## src/rtl/rv_pkg.sv

```systemverilog
package rv_pkg;

    localparam int XLEN       = 32;
    localparam int REG_ADDR_W = 5;
    localparam int INSN_W     = 32;

    // major opcodes, insn[6:0]
    localparam logic [6:0] OP_OP     = 7'b0110011;
    localparam logic [6:0] OP_IMM    = 7'b0010011;
    localparam logic [6:0] OP_LUI    = 7'b0110111;
    localparam logic [6:0] OP_BRANCH = 7'b1100011;

    // funct3 for OP and OP-IMM
    localparam logic [2:0] FUNCT3_ADD_SUB = 3'b000;
    localparam logic [2:0] FUNCT3_SLL     = 3'b001;
    localparam logic [2:0] FUNCT3_SLT     = 3'b010;
    localparam logic [2:0] FUNCT3_SLTU    = 3'b011;
    localparam logic [2:0] FUNCT3_XOR     = 3'b100;
    localparam logic [2:0] FUNCT3_SRL_SRA = 3'b101;
    localparam logic [2:0] FUNCT3_OR      = 3'b110;
    localparam logic [2:0] FUNCT3_AND     = 3'b111;

    // funct3 for conditional branches
    localparam logic [2:0] FUNCT3_BEQ  = 3'b000;
    localparam logic [2:0] FUNCT3_BNE  = 3'b001;
    localparam logic [2:0] FUNCT3_BLT  = 3'b100;
    localparam logic [2:0] FUNCT3_BGE  = 3'b101;
    localparam logic [2:0] FUNCT3_BLTU = 3'b110;
    localparam logic [2:0] FUNCT3_BGEU = 3'b111;

    localparam logic [6:0] FUNCT7_BASE = 7'b0000000;
    localparam logic [6:0] FUNCT7_ALT  = 7'b0100000; // sub / sra

    typedef enum logic [3:0] {
        ALU_ADD,
        ALU_SUB,
        ALU_SLT,
        ALU_SLTU,
        ALU_AND,
        ALU_OR,
        ALU_XOR,
        ALU_SLL,
        ALU_SRL,
        ALU_SRA,
        ALU_PASS_B // lui
    } alu_op_t;

    typedef struct packed {
        alu_op_t                alu_op;
        logic [XLEN-1:0]        op_a;
        logic [XLEN-1:0]        op_b;
        logic [REG_ADDR_W-1:0]  rd_addr;
        logic                   rd_we;     // already cleared for x0
        logic                   is_branch;
        logic                   br_taken;
        logic [XLEN-1:0]        br_target;
        logic                   illegal;
    } ex_payload_t;

    typedef struct packed {
        logic [REG_ADDR_W-1:0]  rd_addr;
        logic [XLEN-1:0]        data;
    } wb_payload_t;

endpackage

```

## src/rtl/rv_regfile.sv

```systemverilog
`timescale 1ns/1ps

module rv_regfile (
    input  logic                          clk,
    input  logic                          rst,
    input  logic [rv_pkg::REG_ADDR_W-1:0] rd_addr_1,
    input  logic [rv_pkg::REG_ADDR_W-1:0] rd_addr_2,
    output logic [rv_pkg::XLEN-1:0]       rd_data_1,
    output logic [rv_pkg::XLEN-1:0]       rd_data_2,
    input  logic                          we,
    input  logic [rv_pkg::REG_ADDR_W-1:0] wr_addr,
    input  logic [rv_pkg::XLEN-1:0]       wr_data
);

    logic [rv_pkg::XLEN-1:0] regs [1:31]; // x0 has no storage

    always_ff @(posedge clk) begin
        if (rst) begin
            for (int i = 1; i < 32; i++) begin
                regs[i] <= '0;
            end
        end else if (we && (wr_addr != '0)) begin
            regs[wr_addr] <= wr_data;
        end
    end

    assign rd_data_1 = (rd_addr_1 == '0) ? '0 : regs[rd_addr_1];
    assign rd_data_2 = (rd_addr_2 == '0) ? '0 : regs[rd_addr_2];

endmodule

```

## src/rtl/rv_forward.sv

```systemverilog
`timescale 1ns/1ps

module rv_forward (
    input  logic [rv_pkg::REG_ADDR_W-1:0] rs1_addr,
    input  logic [rv_pkg::REG_ADDR_W-1:0] rs2_addr,
    input  logic [rv_pkg::XLEN-1:0]       rf_data_1,
    input  logic [rv_pkg::XLEN-1:0]       rf_data_2,
    input  logic                          ex_fwd_valid, // valid and write flag
    input  logic [rv_pkg::REG_ADDR_W-1:0] ex_fwd_addr,
    input  logic [rv_pkg::XLEN-1:0]       ex_fwd_data,
    input  logic                          wb_fwd_valid,
    input  logic [rv_pkg::REG_ADDR_W-1:0] wb_fwd_addr,
    input  logic [rv_pkg::XLEN-1:0]       wb_fwd_data,
    output logic [rv_pkg::XLEN-1:0]       rs1_data,
    output logic [rv_pkg::XLEN-1:0]       rs2_data
);

    // newest value wins: execute, then write-back, then the file
    function automatic logic [rv_pkg::XLEN-1:0] select_src(
        input logic [rv_pkg::REG_ADDR_W-1:0] addr,
        input logic [rv_pkg::XLEN-1:0]       rf_data
    );
        if (ex_fwd_valid && (ex_fwd_addr == addr)) begin
            return ex_fwd_data;
        end else if (wb_fwd_valid && (wb_fwd_addr == addr)) begin
            return wb_fwd_data;
        end
        return rf_data;
    endfunction

    always_comb begin
        rs1_data = select_src(rs1_addr, rf_data_1);
        rs2_data = select_src(rs2_addr, rf_data_2);
    end

endmodule

```

## src/rtl/rv_decoder.sv

```systemverilog
`timescale 1ns/1ps

module rv_decoder (
    input  logic [rv_pkg::INSN_W-1:0]     insn,
    input  logic [rv_pkg::XLEN-1:0]       pc,
    output logic [rv_pkg::REG_ADDR_W-1:0] rs1_addr,
    output logic [rv_pkg::REG_ADDR_W-1:0] rs2_addr,
    input  logic [rv_pkg::XLEN-1:0]       rs1_data,
    input  logic [rv_pkg::XLEN-1:0]       rs2_data,
    output rv_pkg::ex_payload_t           ex_payload
);

    logic [6:0]                    opcode;
    logic [2:0]                    funct3;
    logic [6:0]                    funct7;
    logic [rv_pkg::REG_ADDR_W-1:0] rd;
    logic [rv_pkg::XLEN-1:0]       imm_i;
    logic [rv_pkg::XLEN-1:0]       imm_b;
    logic [rv_pkg::XLEN-1:0]       imm_u;
    logic                          f7_base;
    logic                          f7_alt;

    assign opcode   = insn[6:0];
    assign rd       = insn[11:7];
    assign funct3   = insn[14:12];
    assign rs1_addr = insn[19:15];
    assign rs2_addr = insn[24:20];
    assign funct7   = insn[31:25];

    assign imm_i = {{(rv_pkg::XLEN-12){insn[31]}}, insn[31:20]};
    assign imm_b = {{(rv_pkg::XLEN-13){insn[31]}}, insn[31], insn[7], insn[30:25], insn[11:8], 1'b0};
    assign imm_u = {insn[31:12], 12'b0};

    assign f7_base = (funct7 == rv_pkg::FUNCT7_BASE);
    assign f7_alt  = (funct7 == rv_pkg::FUNCT7_ALT);

    always_comb begin
        ex_payload           = '0;
        ex_payload.alu_op    = rv_pkg::ALU_ADD;
        ex_payload.op_a      = rs1_data;
        ex_payload.op_b      = rs2_data;
        ex_payload.rd_addr   = rd;
        ex_payload.br_target = pc + imm_b; // pc belongs to this insn
        case (opcode)
            rv_pkg::OP_OP, rv_pkg::OP_IMM: begin
                ex_payload.rd_we = 1'b1;
                if (opcode == rv_pkg::OP_IMM) begin
                    ex_payload.op_b = imm_i; // shifts only look at imm[4:0]
                end
                case (funct3)
                    rv_pkg::FUNCT3_ADD_SUB: begin
                        // no subi: OP-IMM ignores funct7 here
                        if (opcode == rv_pkg::OP_OP) begin
                            ex_payload.alu_op  = f7_alt ? rv_pkg::ALU_SUB : rv_pkg::ALU_ADD;
                            ex_payload.illegal = !(f7_base || f7_alt);
                        end
                    end
                    rv_pkg::FUNCT3_SLL: begin
                        ex_payload.alu_op  = rv_pkg::ALU_SLL;
                        ex_payload.illegal = !f7_base;
                    end
                    rv_pkg::FUNCT3_SRL_SRA: begin
                        ex_payload.alu_op  = f7_alt ? rv_pkg::ALU_SRA : rv_pkg::ALU_SRL;
                        ex_payload.illegal = !(f7_base || f7_alt);
                    end
                    default: begin
                        // slt/sltu/xor/or/and, immediate forms carry no funct7
                        case (funct3)
                            rv_pkg::FUNCT3_SLT:  ex_payload.alu_op = rv_pkg::ALU_SLT;
                            rv_pkg::FUNCT3_SLTU: ex_payload.alu_op = rv_pkg::ALU_SLTU;
                            rv_pkg::FUNCT3_XOR:  ex_payload.alu_op = rv_pkg::ALU_XOR;
                            rv_pkg::FUNCT3_OR:   ex_payload.alu_op = rv_pkg::ALU_OR;
                            default:             ex_payload.alu_op = rv_pkg::ALU_AND;
                        endcase
                        ex_payload.illegal = (opcode == rv_pkg::OP_OP) && !f7_base;
                    end
                endcase
            end
            rv_pkg::OP_LUI: begin
                ex_payload.alu_op = rv_pkg::ALU_PASS_B;
                ex_payload.op_b   = imm_u;
                ex_payload.rd_we  = 1'b1;
            end
            rv_pkg::OP_BRANCH: begin
                ex_payload.is_branch = 1'b1;
                case (funct3)
                    rv_pkg::FUNCT3_BEQ:  ex_payload.br_taken = (rs1_data == rs2_data);
                    rv_pkg::FUNCT3_BNE:  ex_payload.br_taken = (rs1_data != rs2_data);
                    rv_pkg::FUNCT3_BLT:  ex_payload.br_taken = ($signed(rs1_data) < $signed(rs2_data));
                    rv_pkg::FUNCT3_BGE:  ex_payload.br_taken = ($signed(rs1_data) >= $signed(rs2_data));
                    rv_pkg::FUNCT3_BLTU: ex_payload.br_taken = (rs1_data < rs2_data);
                    rv_pkg::FUNCT3_BGEU: ex_payload.br_taken = (rs1_data >= rs2_data);
                    default:             ex_payload.illegal  = 1'b1; // 010, 011
                endcase
            end
            default: ex_payload.illegal = 1'b1; // unknown opcode
        endcase

        // an undefined insn leaves no other outcome behind
        if (ex_payload.illegal) begin
            ex_payload.rd_we     = 1'b0;
            ex_payload.is_branch = 1'b0;
            ex_payload.br_taken  = 1'b0;
        end
        if (rd == '0) begin
            ex_payload.rd_we = 1'b0; // x0 is never written nor forwarded
        end
    end

endmodule

```

## src/rtl/rv_alu.sv

```systemverilog
`timescale 1ns/1ps

module rv_alu (
    input  rv_pkg::alu_op_t          op,
    input  logic [rv_pkg::XLEN-1:0]  in_a,
    input  logic [rv_pkg::XLEN-1:0]  in_b,
    output logic [rv_pkg::XLEN-1:0]  result
);

    logic [4:0] shamt;

    assign shamt = in_b[4:0]; // rs2[4:0] or imm[4:0]

    always_comb begin
        result = '0;
        case (op)
            rv_pkg::ALU_ADD:    result = in_a + in_b;
            rv_pkg::ALU_SUB:    result = in_a - in_b;
            rv_pkg::ALU_SLT:    result[0] = ($signed(in_a) < $signed(in_b));
            rv_pkg::ALU_SLTU:   result[0] = (in_a < in_b); // sltiu: sign-extended imm compared unsigned
            rv_pkg::ALU_AND:    result = in_a & in_b;
            rv_pkg::ALU_OR:     result = in_a | in_b;
            rv_pkg::ALU_XOR:    result = in_a ^ in_b;
            rv_pkg::ALU_SLL:    result = in_a << shamt;
            rv_pkg::ALU_SRL:    result = in_a >> shamt;
            rv_pkg::ALU_SRA:    result = $signed(in_a) >>> shamt;
            rv_pkg::ALU_PASS_B: result = in_b;
            default:            result = '0;
        endcase
    end

endmodule

```

## src/rtl/rv_stage_reg.sv

```systemverilog
`timescale 1ns/1ps

module rv_stage_reg #(
    parameter type payload_t = logic
) (
    input  logic     clk,
    input  logic     rst,
    input  logic     in_valid,
    input  payload_t in_payload,
    output logic     out_valid,
    output payload_t out_payload
);

    always_ff @(posedge clk) begin
        if (rst) begin
            out_valid <= 1'b0;
        end else begin
            out_valid <= in_valid; // one entry per cycle, never stalls
        end
    end

    always_ff @(posedge clk) begin
        if (in_valid) begin
            out_payload <= in_payload; // holds the last entry while idle
        end
    end

endmodule

```

## src/rtl/rv_core.sv

```systemverilog
`timescale 1ns/1ps

module rv_core (
    input  logic                          clk,
    input  logic                          rst,
    input  logic                          insn_valid,
    input  logic [rv_pkg::INSN_W-1:0]     insn,
    input  logic [rv_pkg::XLEN-1:0]       pc,
    output logic                          wb_valid,
    output logic [rv_pkg::REG_ADDR_W-1:0] wb_addr,
    output logic [rv_pkg::XLEN-1:0]       wb_data,
    output logic                          br_valid,
    output logic                          br_taken,
    output logic [rv_pkg::XLEN-1:0]       br_target,
    output logic                          illegal
);

    logic [rv_pkg::REG_ADDR_W-1:0] rs1_addr;
    logic [rv_pkg::REG_ADDR_W-1:0] rs2_addr;
    logic [rv_pkg::XLEN-1:0]       rf_data_1;
    logic [rv_pkg::XLEN-1:0]       rf_data_2;
    logic [rv_pkg::XLEN-1:0]       rs1_data;
    logic [rv_pkg::XLEN-1:0]       rs2_data;
    rv_pkg::ex_payload_t           id_payload;
    logic                          ex_valid;
    rv_pkg::ex_payload_t           ex_payload;
    logic [rv_pkg::XLEN-1:0]       alu_result;
    logic                          ex_writes;
    rv_pkg::wb_payload_t           wb_next;
    rv_pkg::wb_payload_t           wb_payload;

    rv_regfile u_regfile (
        .clk       (clk),
        .rst       (rst),
        .rd_addr_1 (rs1_addr),
        .rd_addr_2 (rs2_addr),
        .rd_data_1 (rf_data_1),
        .rd_data_2 (rf_data_2),
        .we        (wb_valid),
        .wr_addr   (wb_payload.rd_addr),
        .wr_data   (wb_payload.data)
    );

    rv_forward u_forward (
        .rs1_addr     (rs1_addr),
        .rs2_addr     (rs2_addr),
        .rf_data_1    (rf_data_1),
        .rf_data_2    (rf_data_2),
        .ex_fwd_valid (ex_writes),
        .ex_fwd_addr  (ex_payload.rd_addr),
        .ex_fwd_data  (alu_result),
        .wb_fwd_valid (wb_valid),
        .wb_fwd_addr  (wb_payload.rd_addr),
        .wb_fwd_data  (wb_payload.data),
        .rs1_data     (rs1_data),
        .rs2_data     (rs2_data)
    );

    rv_decoder u_decoder (
        .insn       (insn),
        .pc         (pc),
        .rs1_addr   (rs1_addr),
        .rs2_addr   (rs2_addr),
        .rs1_data   (rs1_data),
        .rs2_data   (rs2_data),
        .ex_payload (id_payload)
    );

    rv_stage_reg #(.payload_t(rv_pkg::ex_payload_t)) u_ex_reg (
        .clk         (clk),
        .rst         (rst),
        .in_valid    (insn_valid),
        .in_payload  (id_payload),
        .out_valid   (ex_valid),
        .out_payload (ex_payload)
    );

    rv_alu u_alu (
        .op     (ex_payload.alu_op),
        .in_a   (ex_payload.op_a),
        .in_b   (ex_payload.op_b),
        .result (alu_result)
    );

    assign ex_writes       = ex_valid && ex_payload.rd_we;
    assign wb_next.rd_addr = ex_payload.rd_addr;
    assign wb_next.data    = alu_result;

    rv_stage_reg #(.payload_t(rv_pkg::wb_payload_t)) u_wb_reg (
        .clk         (clk),
        .rst         (rst),
        .in_valid    (ex_writes),   // branches and illegal insns stop here
        .in_payload  (wb_next),
        .out_valid   (wb_valid),
        .out_payload (wb_payload)
    );

    assign wb_addr   = wb_payload.rd_addr;
    assign wb_data   = wb_payload.data;
    assign br_valid  = ex_valid && ex_payload.is_branch;
    assign br_taken  = ex_payload.br_taken;
    assign br_target = ex_payload.br_target;
    assign illegal   = ex_valid && ex_payload.illegal;

endmodule

```

## config.mk

```make
export PLATFORM = sky130hd
export DESIGN_NAME = rv_core
export DESIGN_NICKNAME = d
export VERILOG_FILES = /design/src/rtl/rv_pkg.sv /design/src/rtl/rv_regfile.sv /design/src/rtl/rv_forward.sv /design/src/rtl/rv_decoder.sv /design/src/rtl/rv_alu.sv /design/src/rtl/rv_stage_reg.sv /design/src/rtl/rv_core.sv
export SDC_FILE = /design/constraint.sdc
export NUM_CORES = 2
export LEC_CHECK = 0
export ABC_CLOCK_PERIOD_IN_PS = 6800
export BUFFER_PORTS_ARGS = -buffer_cell sky130_fd_sc_hd__buf_2
export CAP_MARGIN = 30
export CORE_ASPECT_RATIO = 0.7
export CORE_UTILIZATION = 40
export DETAILED_ROUTE_END_ITERATION = 8
export PLACE_DENSITY = 0.66
export SYNTH_ARGS = -nofsm -noshare
export SYNTH_HDL_FRONTEND = slang
export SYNTH_HIERARCHICAL = 1
export SYNTH_SLANG_ARGS = --single-unit
```

## constraint.sdc

```tcl
create_clock -name clk -period 6.8 [get_ports clk]
set_input_delay 1.02 -clock clk [delete_from_list [all_inputs] [get_ports clk]]
set_output_delay 1.02 -clock clk [all_outputs]
set_load 0.01 [all_outputs]
```

# Word-level counts from Yosys, hierarchy flattened
# Memories as Yosys holds them, arrays and structs flattened.
# Index checks and enable logic that the tools add are counted.
classes:
  addsub: 3
  n_lt_le_gt_ge: 6
  n_eq_ne: 28
  n_shift: 3
  muxes: 37
  bitwise_logic: 4
  n_reduce_logical: 25
ops:
  columns: ["op", "count"]
  rows:
  - ["$mux 32", 10]
  - ["$pmux 31 s9", 1]
  - ["$lt 32x32->1", 4]
  - ["$add 32x32->32", 2]
  - ["$ge 32x32->1", 2]
  - ["$pmux 32 s2", 1]
  - ["$and 32x32->32", 1]
  - ["$eq 32x32->1", 1]
  - ["$ne 32x32->1", 1]
  - ["$or 32x32->32", 1]
  - ["$reduce_or 32->1", 1]
  - ["$shl 32x5->32", 1]
  - ["$shr 32x5->32", 1]
  - ["$sshr 32x5->32", 1]
  - ["$sub 32x32->32", 1]
  - ["$xor 32x32->32", 1]
  - ["$eq 7x6->1 const B", 3]
  - ["$eq 5x5->1", 4]
  - ["$eq 4x3->1 const B", 4]
  - ["$logic_not 5->1", 3]
  - ["$mux 1", 15]
  - ["$eq 3x3->1 const B", 4]
  - ["$eq 4x4->1 const B", 3]
  - ["$pmux 3 s4", 1]
  - ["25 further kinds", 39]
totals:
  ff_bits: 148
  mem_bits_rw: 992
  inputBits: 67
  output_inout_bits: 73
  word_cells: 120
  mem_count: 1
mem_list:
  columns: ["memory", "words", "word_bits", "rd", "rd_clocked_by_memory_dff", "wr", "line", "text"]
  rows:
  - ["u_regfile.regs", 31, 32, 2, 0, 31, "rv_regfile.sv:15", "logic [rv_pkg::XLEN-1:0] regs [1:31];"]

# Longest topological paths before layout
logic_depth:
  depth_word: 8
  depth_mapped: 27
  mapped_depth_nobuf: 25

# Cells and area by module
# The synthesis kept the hierarchy.
by_module_without_submodules:
  columns: ["module", "n_inst", "cells_per_inst", "area_per_inst_um2", "seq_area_each_um2"]
  rows:
  - ["rv_regfile", 1, 3765, 54631.1, 30749.5]
  - ["rv_alu", 1, 1321, 8951.1, 0.0]
  - ["rv_decoder", 1, 457, 3325.7, 0.0]
  - ["rv_stage_reg (u_ex_reg)", 1, 111, 3306.9, 3293.2]
  - ["rv_forward", 1, 366, 2030.7, 0.0]
  - ["rv_stage_reg (u_wb_reg)", 1, 39, 1144.8, 1131.1]
  - ["rv_core", 1, 3, 18.8, 0.0]

# Least setup slack after synthesis
# Ideal clock, no wire load.
synth_path:
  path_type: "register -> register"
  start: "register u_ex_reg/out_payload[43] (netlist bit)"
  end: "register u_ex_reg/out_payload[33] (netlist bit), data pin"
  setup_time_ns: 0.190
  arrival_time_ns: 5.886
  required_time_ns: 6.610
  path_slack_ns: 0.723
  path_stages_with_launch: 27
  n_path_buf: 3
  synth_period_minus_slack_ns: 6.077
  path_cell_list: "edfxtp_1 -> buf_2 -> inv_2 -> buf_1 -> buf_1 -> ha_1 -> o211ai_1 -> o211ai_1 -> a21oi_1 -> o21a_1 -> o21ai_1 -> a31oi_1 -> a21oi_1 -> mux2_1 -> a221o_1 -> nor3_1 -> a31oi_1 -> ha_1 -> a21o_1 -> a21o_1 -> a211o_1 -> o211ai_1 -> nand4_1 -> a21oi_2 -> mux2i_1 -> o22ai_1 -> a2111oi_2"
synth_via:
  elab_chain_cells: 6
  elab_cells_between_ends: 23
  cone_classes: "add/sub (2); order compare (6); eq/ne (2); shift (3); mux (7); bitwise (3)"
synth_lines:
  columns: ["item", "line", "text"]
  rows:
  - ["from (decl)", "rv_stage_reg.sv:11", "output payload_t out_payload"]
  - ["from (signal assigned)", "rv_stage_reg.sv:24", "out_payload <= in_payload;"]
  - ["$sub 32x32->32 (tied with other cells)", "rv_alu.sv:18", "rv_pkg::ALU_SUB: result = in_a - in_b;"]
  - ["$pmux 31 s9 (*)", "rv_alu.sv:16", "case (op)"]
  - ["named net alu_result, one bit", "rv_core.sv:27", "logic [rv_pkg::XLEN-1:0] alu_result;"]
  - ["$mux 32 (*)", "rv_forward.sv:23", "if (ex_fwd_valid && (ex_fwd_addr == addr)) begin"]
  - ["$mux 32 (*)", "rv_forward.sv:28", "return rf_data;"]
  - ["named net rs1_data, one bit", "rv_core.sv:22", "logic [rv_pkg::XLEN-1:0] rs1_data;"]
  - ["$ge 32x32->1 (tied with other cells)", "rv_decoder.sv:92", "rv_pkg::FUNCT3_BGEU: ex_payload.br_taken = (rs1_data >= rs2_data);"]
  - ["$pmux 1 s6 (*)", "rv_decoder.sv:86", "case (funct3)"]
# The timed path passes the listed nets; every way through them passes the cells marked *.
# A chain may end at the register's enable or synchronous reset.

# Worst setup path after layout
layout_path:
  start: "register u_ex_reg/out_payload[81] (netlist bit)"
  end: "register u_ex_reg/out_payload[33] (netlist bit), data pin"
# Same word-level chain as after synthesis.

==> impl_metrics.py <==
metrics = {
    "die": {
        "die_x_um": 514,
        "row_count": 131,
        "coreArea_mm2": 0.182,
        "ios": 140,
        "fp.dieH_um": 360,
        "fp.dieArea_mm2": 0.185,
        "initial_core_util_pct": 40.3,
    },
    "cts": {
        "cts_tree": "yes",
        "path_clk_slew_ns": 0.07,
        "cts_made_buffers": 116,
        "insertion_delay_ns": 0.81,
        "clk_root_buffer_cell": "clkbuf_16",
        "h-tree-depth": 3,
        "clock_sinks": 1172,
        "clk_path_buf_depth": 3,
        "cts_hold_buf": 0,
    },
    "routing": {
        "wirelength_um": 298000,
        "drt_iter0_drc": 10584,
        "vias_per_cell": 6.63,
        "wl_per_cell_um": 34.0,
        "antenna_left": 0,
        "num_vias": 58015,
        "first_pass_iters": 9,
        "drc": 4,
    },
    "setup_path": {
        "path_common_cell": "buf_4",
        "crit_required_ns": 7.42,
        "reg2regPathDepth": 24,
        "rr_startpoint": "u_ex_reg/out_payload[81]",
        "critPathSlowestCell": "a31oi_1",
        "worstSetupStartpointType": "flip-flop",
        "cpPeakStageDelay_ns": 0.60,
        "path_max_fanout": 6,
        "regToRegEndpoint": "u_ex_reg/out_payload[33]",
        "crit_type": "reg -> reg",
        "cp-end-kind": "flip-flop",
        "r2r_setup_slack_ns": 0.11,
        "cp_cell_sequence": "inv_1 -> ha_1 -> or2_0 -> nor4_1 -> o311ai_2 -> a21oi_1 -> buf_4 -> nor2_1 -> buf_4 -> o31a_1 -> o221a_2 -> o21ai_0 -> nor3_1 -> a31oi_1 -> ha_1 -> and4_1 -> nand4_1 -> buf_4 -> inv_1 -> o32a_1 -> a21oi_2 -> mux2i_1 -> o22ai_1 -> a2111oi_2",
        "arrival_ns": 7.31,
    },
    "timing": {
        "fin_skew_ns": 0.0853,
        "finalHoldViolCount": 0,
        "setup_slack_ns": 0.113,
        "finalSetupTns_ns": 0,
        "slew_viol_final": 0,
        "slew_headroom_pct": 20.2,
        "worst_slew_pin_slew_ns": 1.19,
        "period_share_pct": 98.3,
        "fmax_ghz": 0.150,
        "hold-worst-slack_ns": 0.393,
        "period_needed_ns": 6.69,
        "setup_violations": 0,
        "rsz0062_at_grt": "false",
    },
    "synthesis": {
        "synth.distinct_cells": 107,
        "synth_warnings": 6,
        "ys_seq_area_share_pct": 47.9,
        "synth_edf_count": 1170,
        "ys_ff_latch": 1172,
        "ys_async_sr_fraction_pct": 0,
        "ys.flop_type": "edfxtp_1",
        "synthCells": 6062,
        "synth.cell_area_mm2": 0.0734,
        "synth.avg_cell_area_um2": 12.1,
    },
    "pwr": {
        "p_seq_share_pct": 44.4,
        "combPwrFrac_pct": 21.1,
        "p_total_mw": 19.2,
        "power_switching_share_pct": 30.5,
        "worst_ir_drop_vdd_uv": 224,
        "p_clk_share_pct": 34.5,
        "power_switching_mw": 5.85,
        "p_int_mw": 13.4,
        "powerDensity_mw_per_mm2": 233,
        "leakage_nw": 30.8,
    },
    "global_routing": {
        "grt_max_degree": 73,
        "grt_overflow": 0,
        "antenna_found_initial": 33,
        "grt_pass1_vias": 53709,
        "grt_pass1_wl_um": 414000,
        "track_usage_pct": 31.2,
    },
    "worst_hold_path": {
        "hp-start": "pc[0]",
        "hold_class": "in -> reg",
        "min_path_cells": 1,
        "min_to": "u_ex_reg/out_payload[1]",
    },
    "placed_design": {
        "place_congestion": 1.06,
        "place_hpwl_um": 204000,
        "place_inst": 8512,
        "placed_cell_area_mm2": 0.0785,
        "io_buffer_count": 139,
        "post-place-ws_ns": 0.0846,
    },
    "layout": {
        "fin_nets": 6407,
        "syn2layout_area_growth_pct": 12.3,
        "utilization_pct": 45.2,
        "design_area_mm2": 0.0824,
        "drive_gt1_share_pct": 21.7,
        "final-instance-count-excl-fill": 8745,
    },
    "flow_run": {
        "max_cap_viol_count": 0,
    },
    "run_status": {
        "violations": "design-rule violations",
        "status": "finished, violations left",
    },
}
[worst max-delay path: cells and delay by family, from the launching register on]
family,cells,cell delay [ns]
adders and majority gates,2,0.76
and+or+nand+nor,6,1.24
AOI/OAI and AO/OA,10,3.10
muxes,1,0.22
buffers and inverters,5,0.69
DFF,1,0.49
[kinds of logic after synthesis]
family | Yosys count | synth area share, %
and+or+nand+nor | 1908 | 14.9
DFF | 1172 | 47.9
AOI/OAI and AO/OA | 1171 | 11.0
muxes | 826 | 18.0
buffers and inverters | 763 | 4.70
adders and majority gates | 163 | 2.81
xor gates and xnor gates | 58 | 0.692
other | 1 | 0.00511
[metal layers]
layer	wire [um]	vias up	share of wire, %	GRT usage, %
met1	119000	29127	40	44.3
met4	12100	22	4.1	10.8
met3	50500	751	17	14.1
met2	116000	4849	39	41.1
met5	823	-	0.28	2.51
li1	-	23266	-	-
[registers in the layout, indices dropped and copies added (netlist names)]
| signal | flops |
|---|---|
| u_regfile/regs | 1024 |
| u_wb_reg/out_payload | 37 |
| u_wb_reg/out_valid | 1 |
| u_ex_reg/out_payload | 109 |
| u_ex_reg/out_valid | 1 |
[synth_stat cells, types with 92 or more instances]
cell,count,area [um2]
a21oi_1,196,981
a22oi_1,120,901
and2_1,1004,6280
buf_2,92,460
clkbuf_1,411,1540
edfxtp_1,1170,35100
ha_1,160,2000
inv_1,140,526
mux2i_1,370,3700
mux4_2,390,8780
nand2_1,208,781
nor2_1,185,694
nor3_1,119,596
o21ai_0,207,1040
[cell type report]
type	count	area [um2]
sequential	1172	35200
multi-input combinational	4158	35300
tap	2460	3080
inverter	142	533
clock inverter	77	732
fill	16363	99800
antenna	12	30.0
timing repair buffer	587	4550
clock buffer	137	3070
[timing repair]
item / CTS / global route
buffers inserted: 0 / 4
endpoints found under the setup margin: 0 / 1
resized for setup: 0 / 9
[worst max path at each step]
stage,start,depth (start not counted),slack [ns],to
finish,u_ex_reg/out_payload[81],24,0.11,u_ex_reg/out_payload[33]
global route,u_ex_reg/out_payload[73],25,0.009,u_ex_reg/out_payload[33]
CTS,u_ex_reg/out_payload[78],23,0.07,u_ex_reg/out_payload[33]
detailed placement,u_ex_reg/out_payload[78],23,0.08,u_ex_reg/out_payload[33]
global placement,u_ex_reg/out_payload[74],21,0.20,u_ex_reg/out_payload[33]
floorplan,u_ex_reg/out_payload[43],26,0.72,u_ex_reg/out_payload[33]
[cell usage in the layout (no fill, tap or decap), types with 151 or more instances in the layout]
cell type     n
mux2i_1     370
buf_4       407
nand2_1     208
a21oi_1     195
ha_1        160
nor2_1      151
mux4_2      390
edfxtp_1   1170
o21ai_0     207
and2_1     1002
[power by group through the flow]
stage          clock [mW]  combinational [mW]  sequential, mW
2_1_floorplan           0                2.30            8.59
3_5_place_dp            0                3.82            8.67
6_report             6.63                4.06            8.53
3_3_place_gp            0                3.81            8.65
5_1_grt              6.91                4.17            8.55
4_1_cts              6.65                3.84            8.51
No activity file was read; power rests on OpenSTA's default activity.
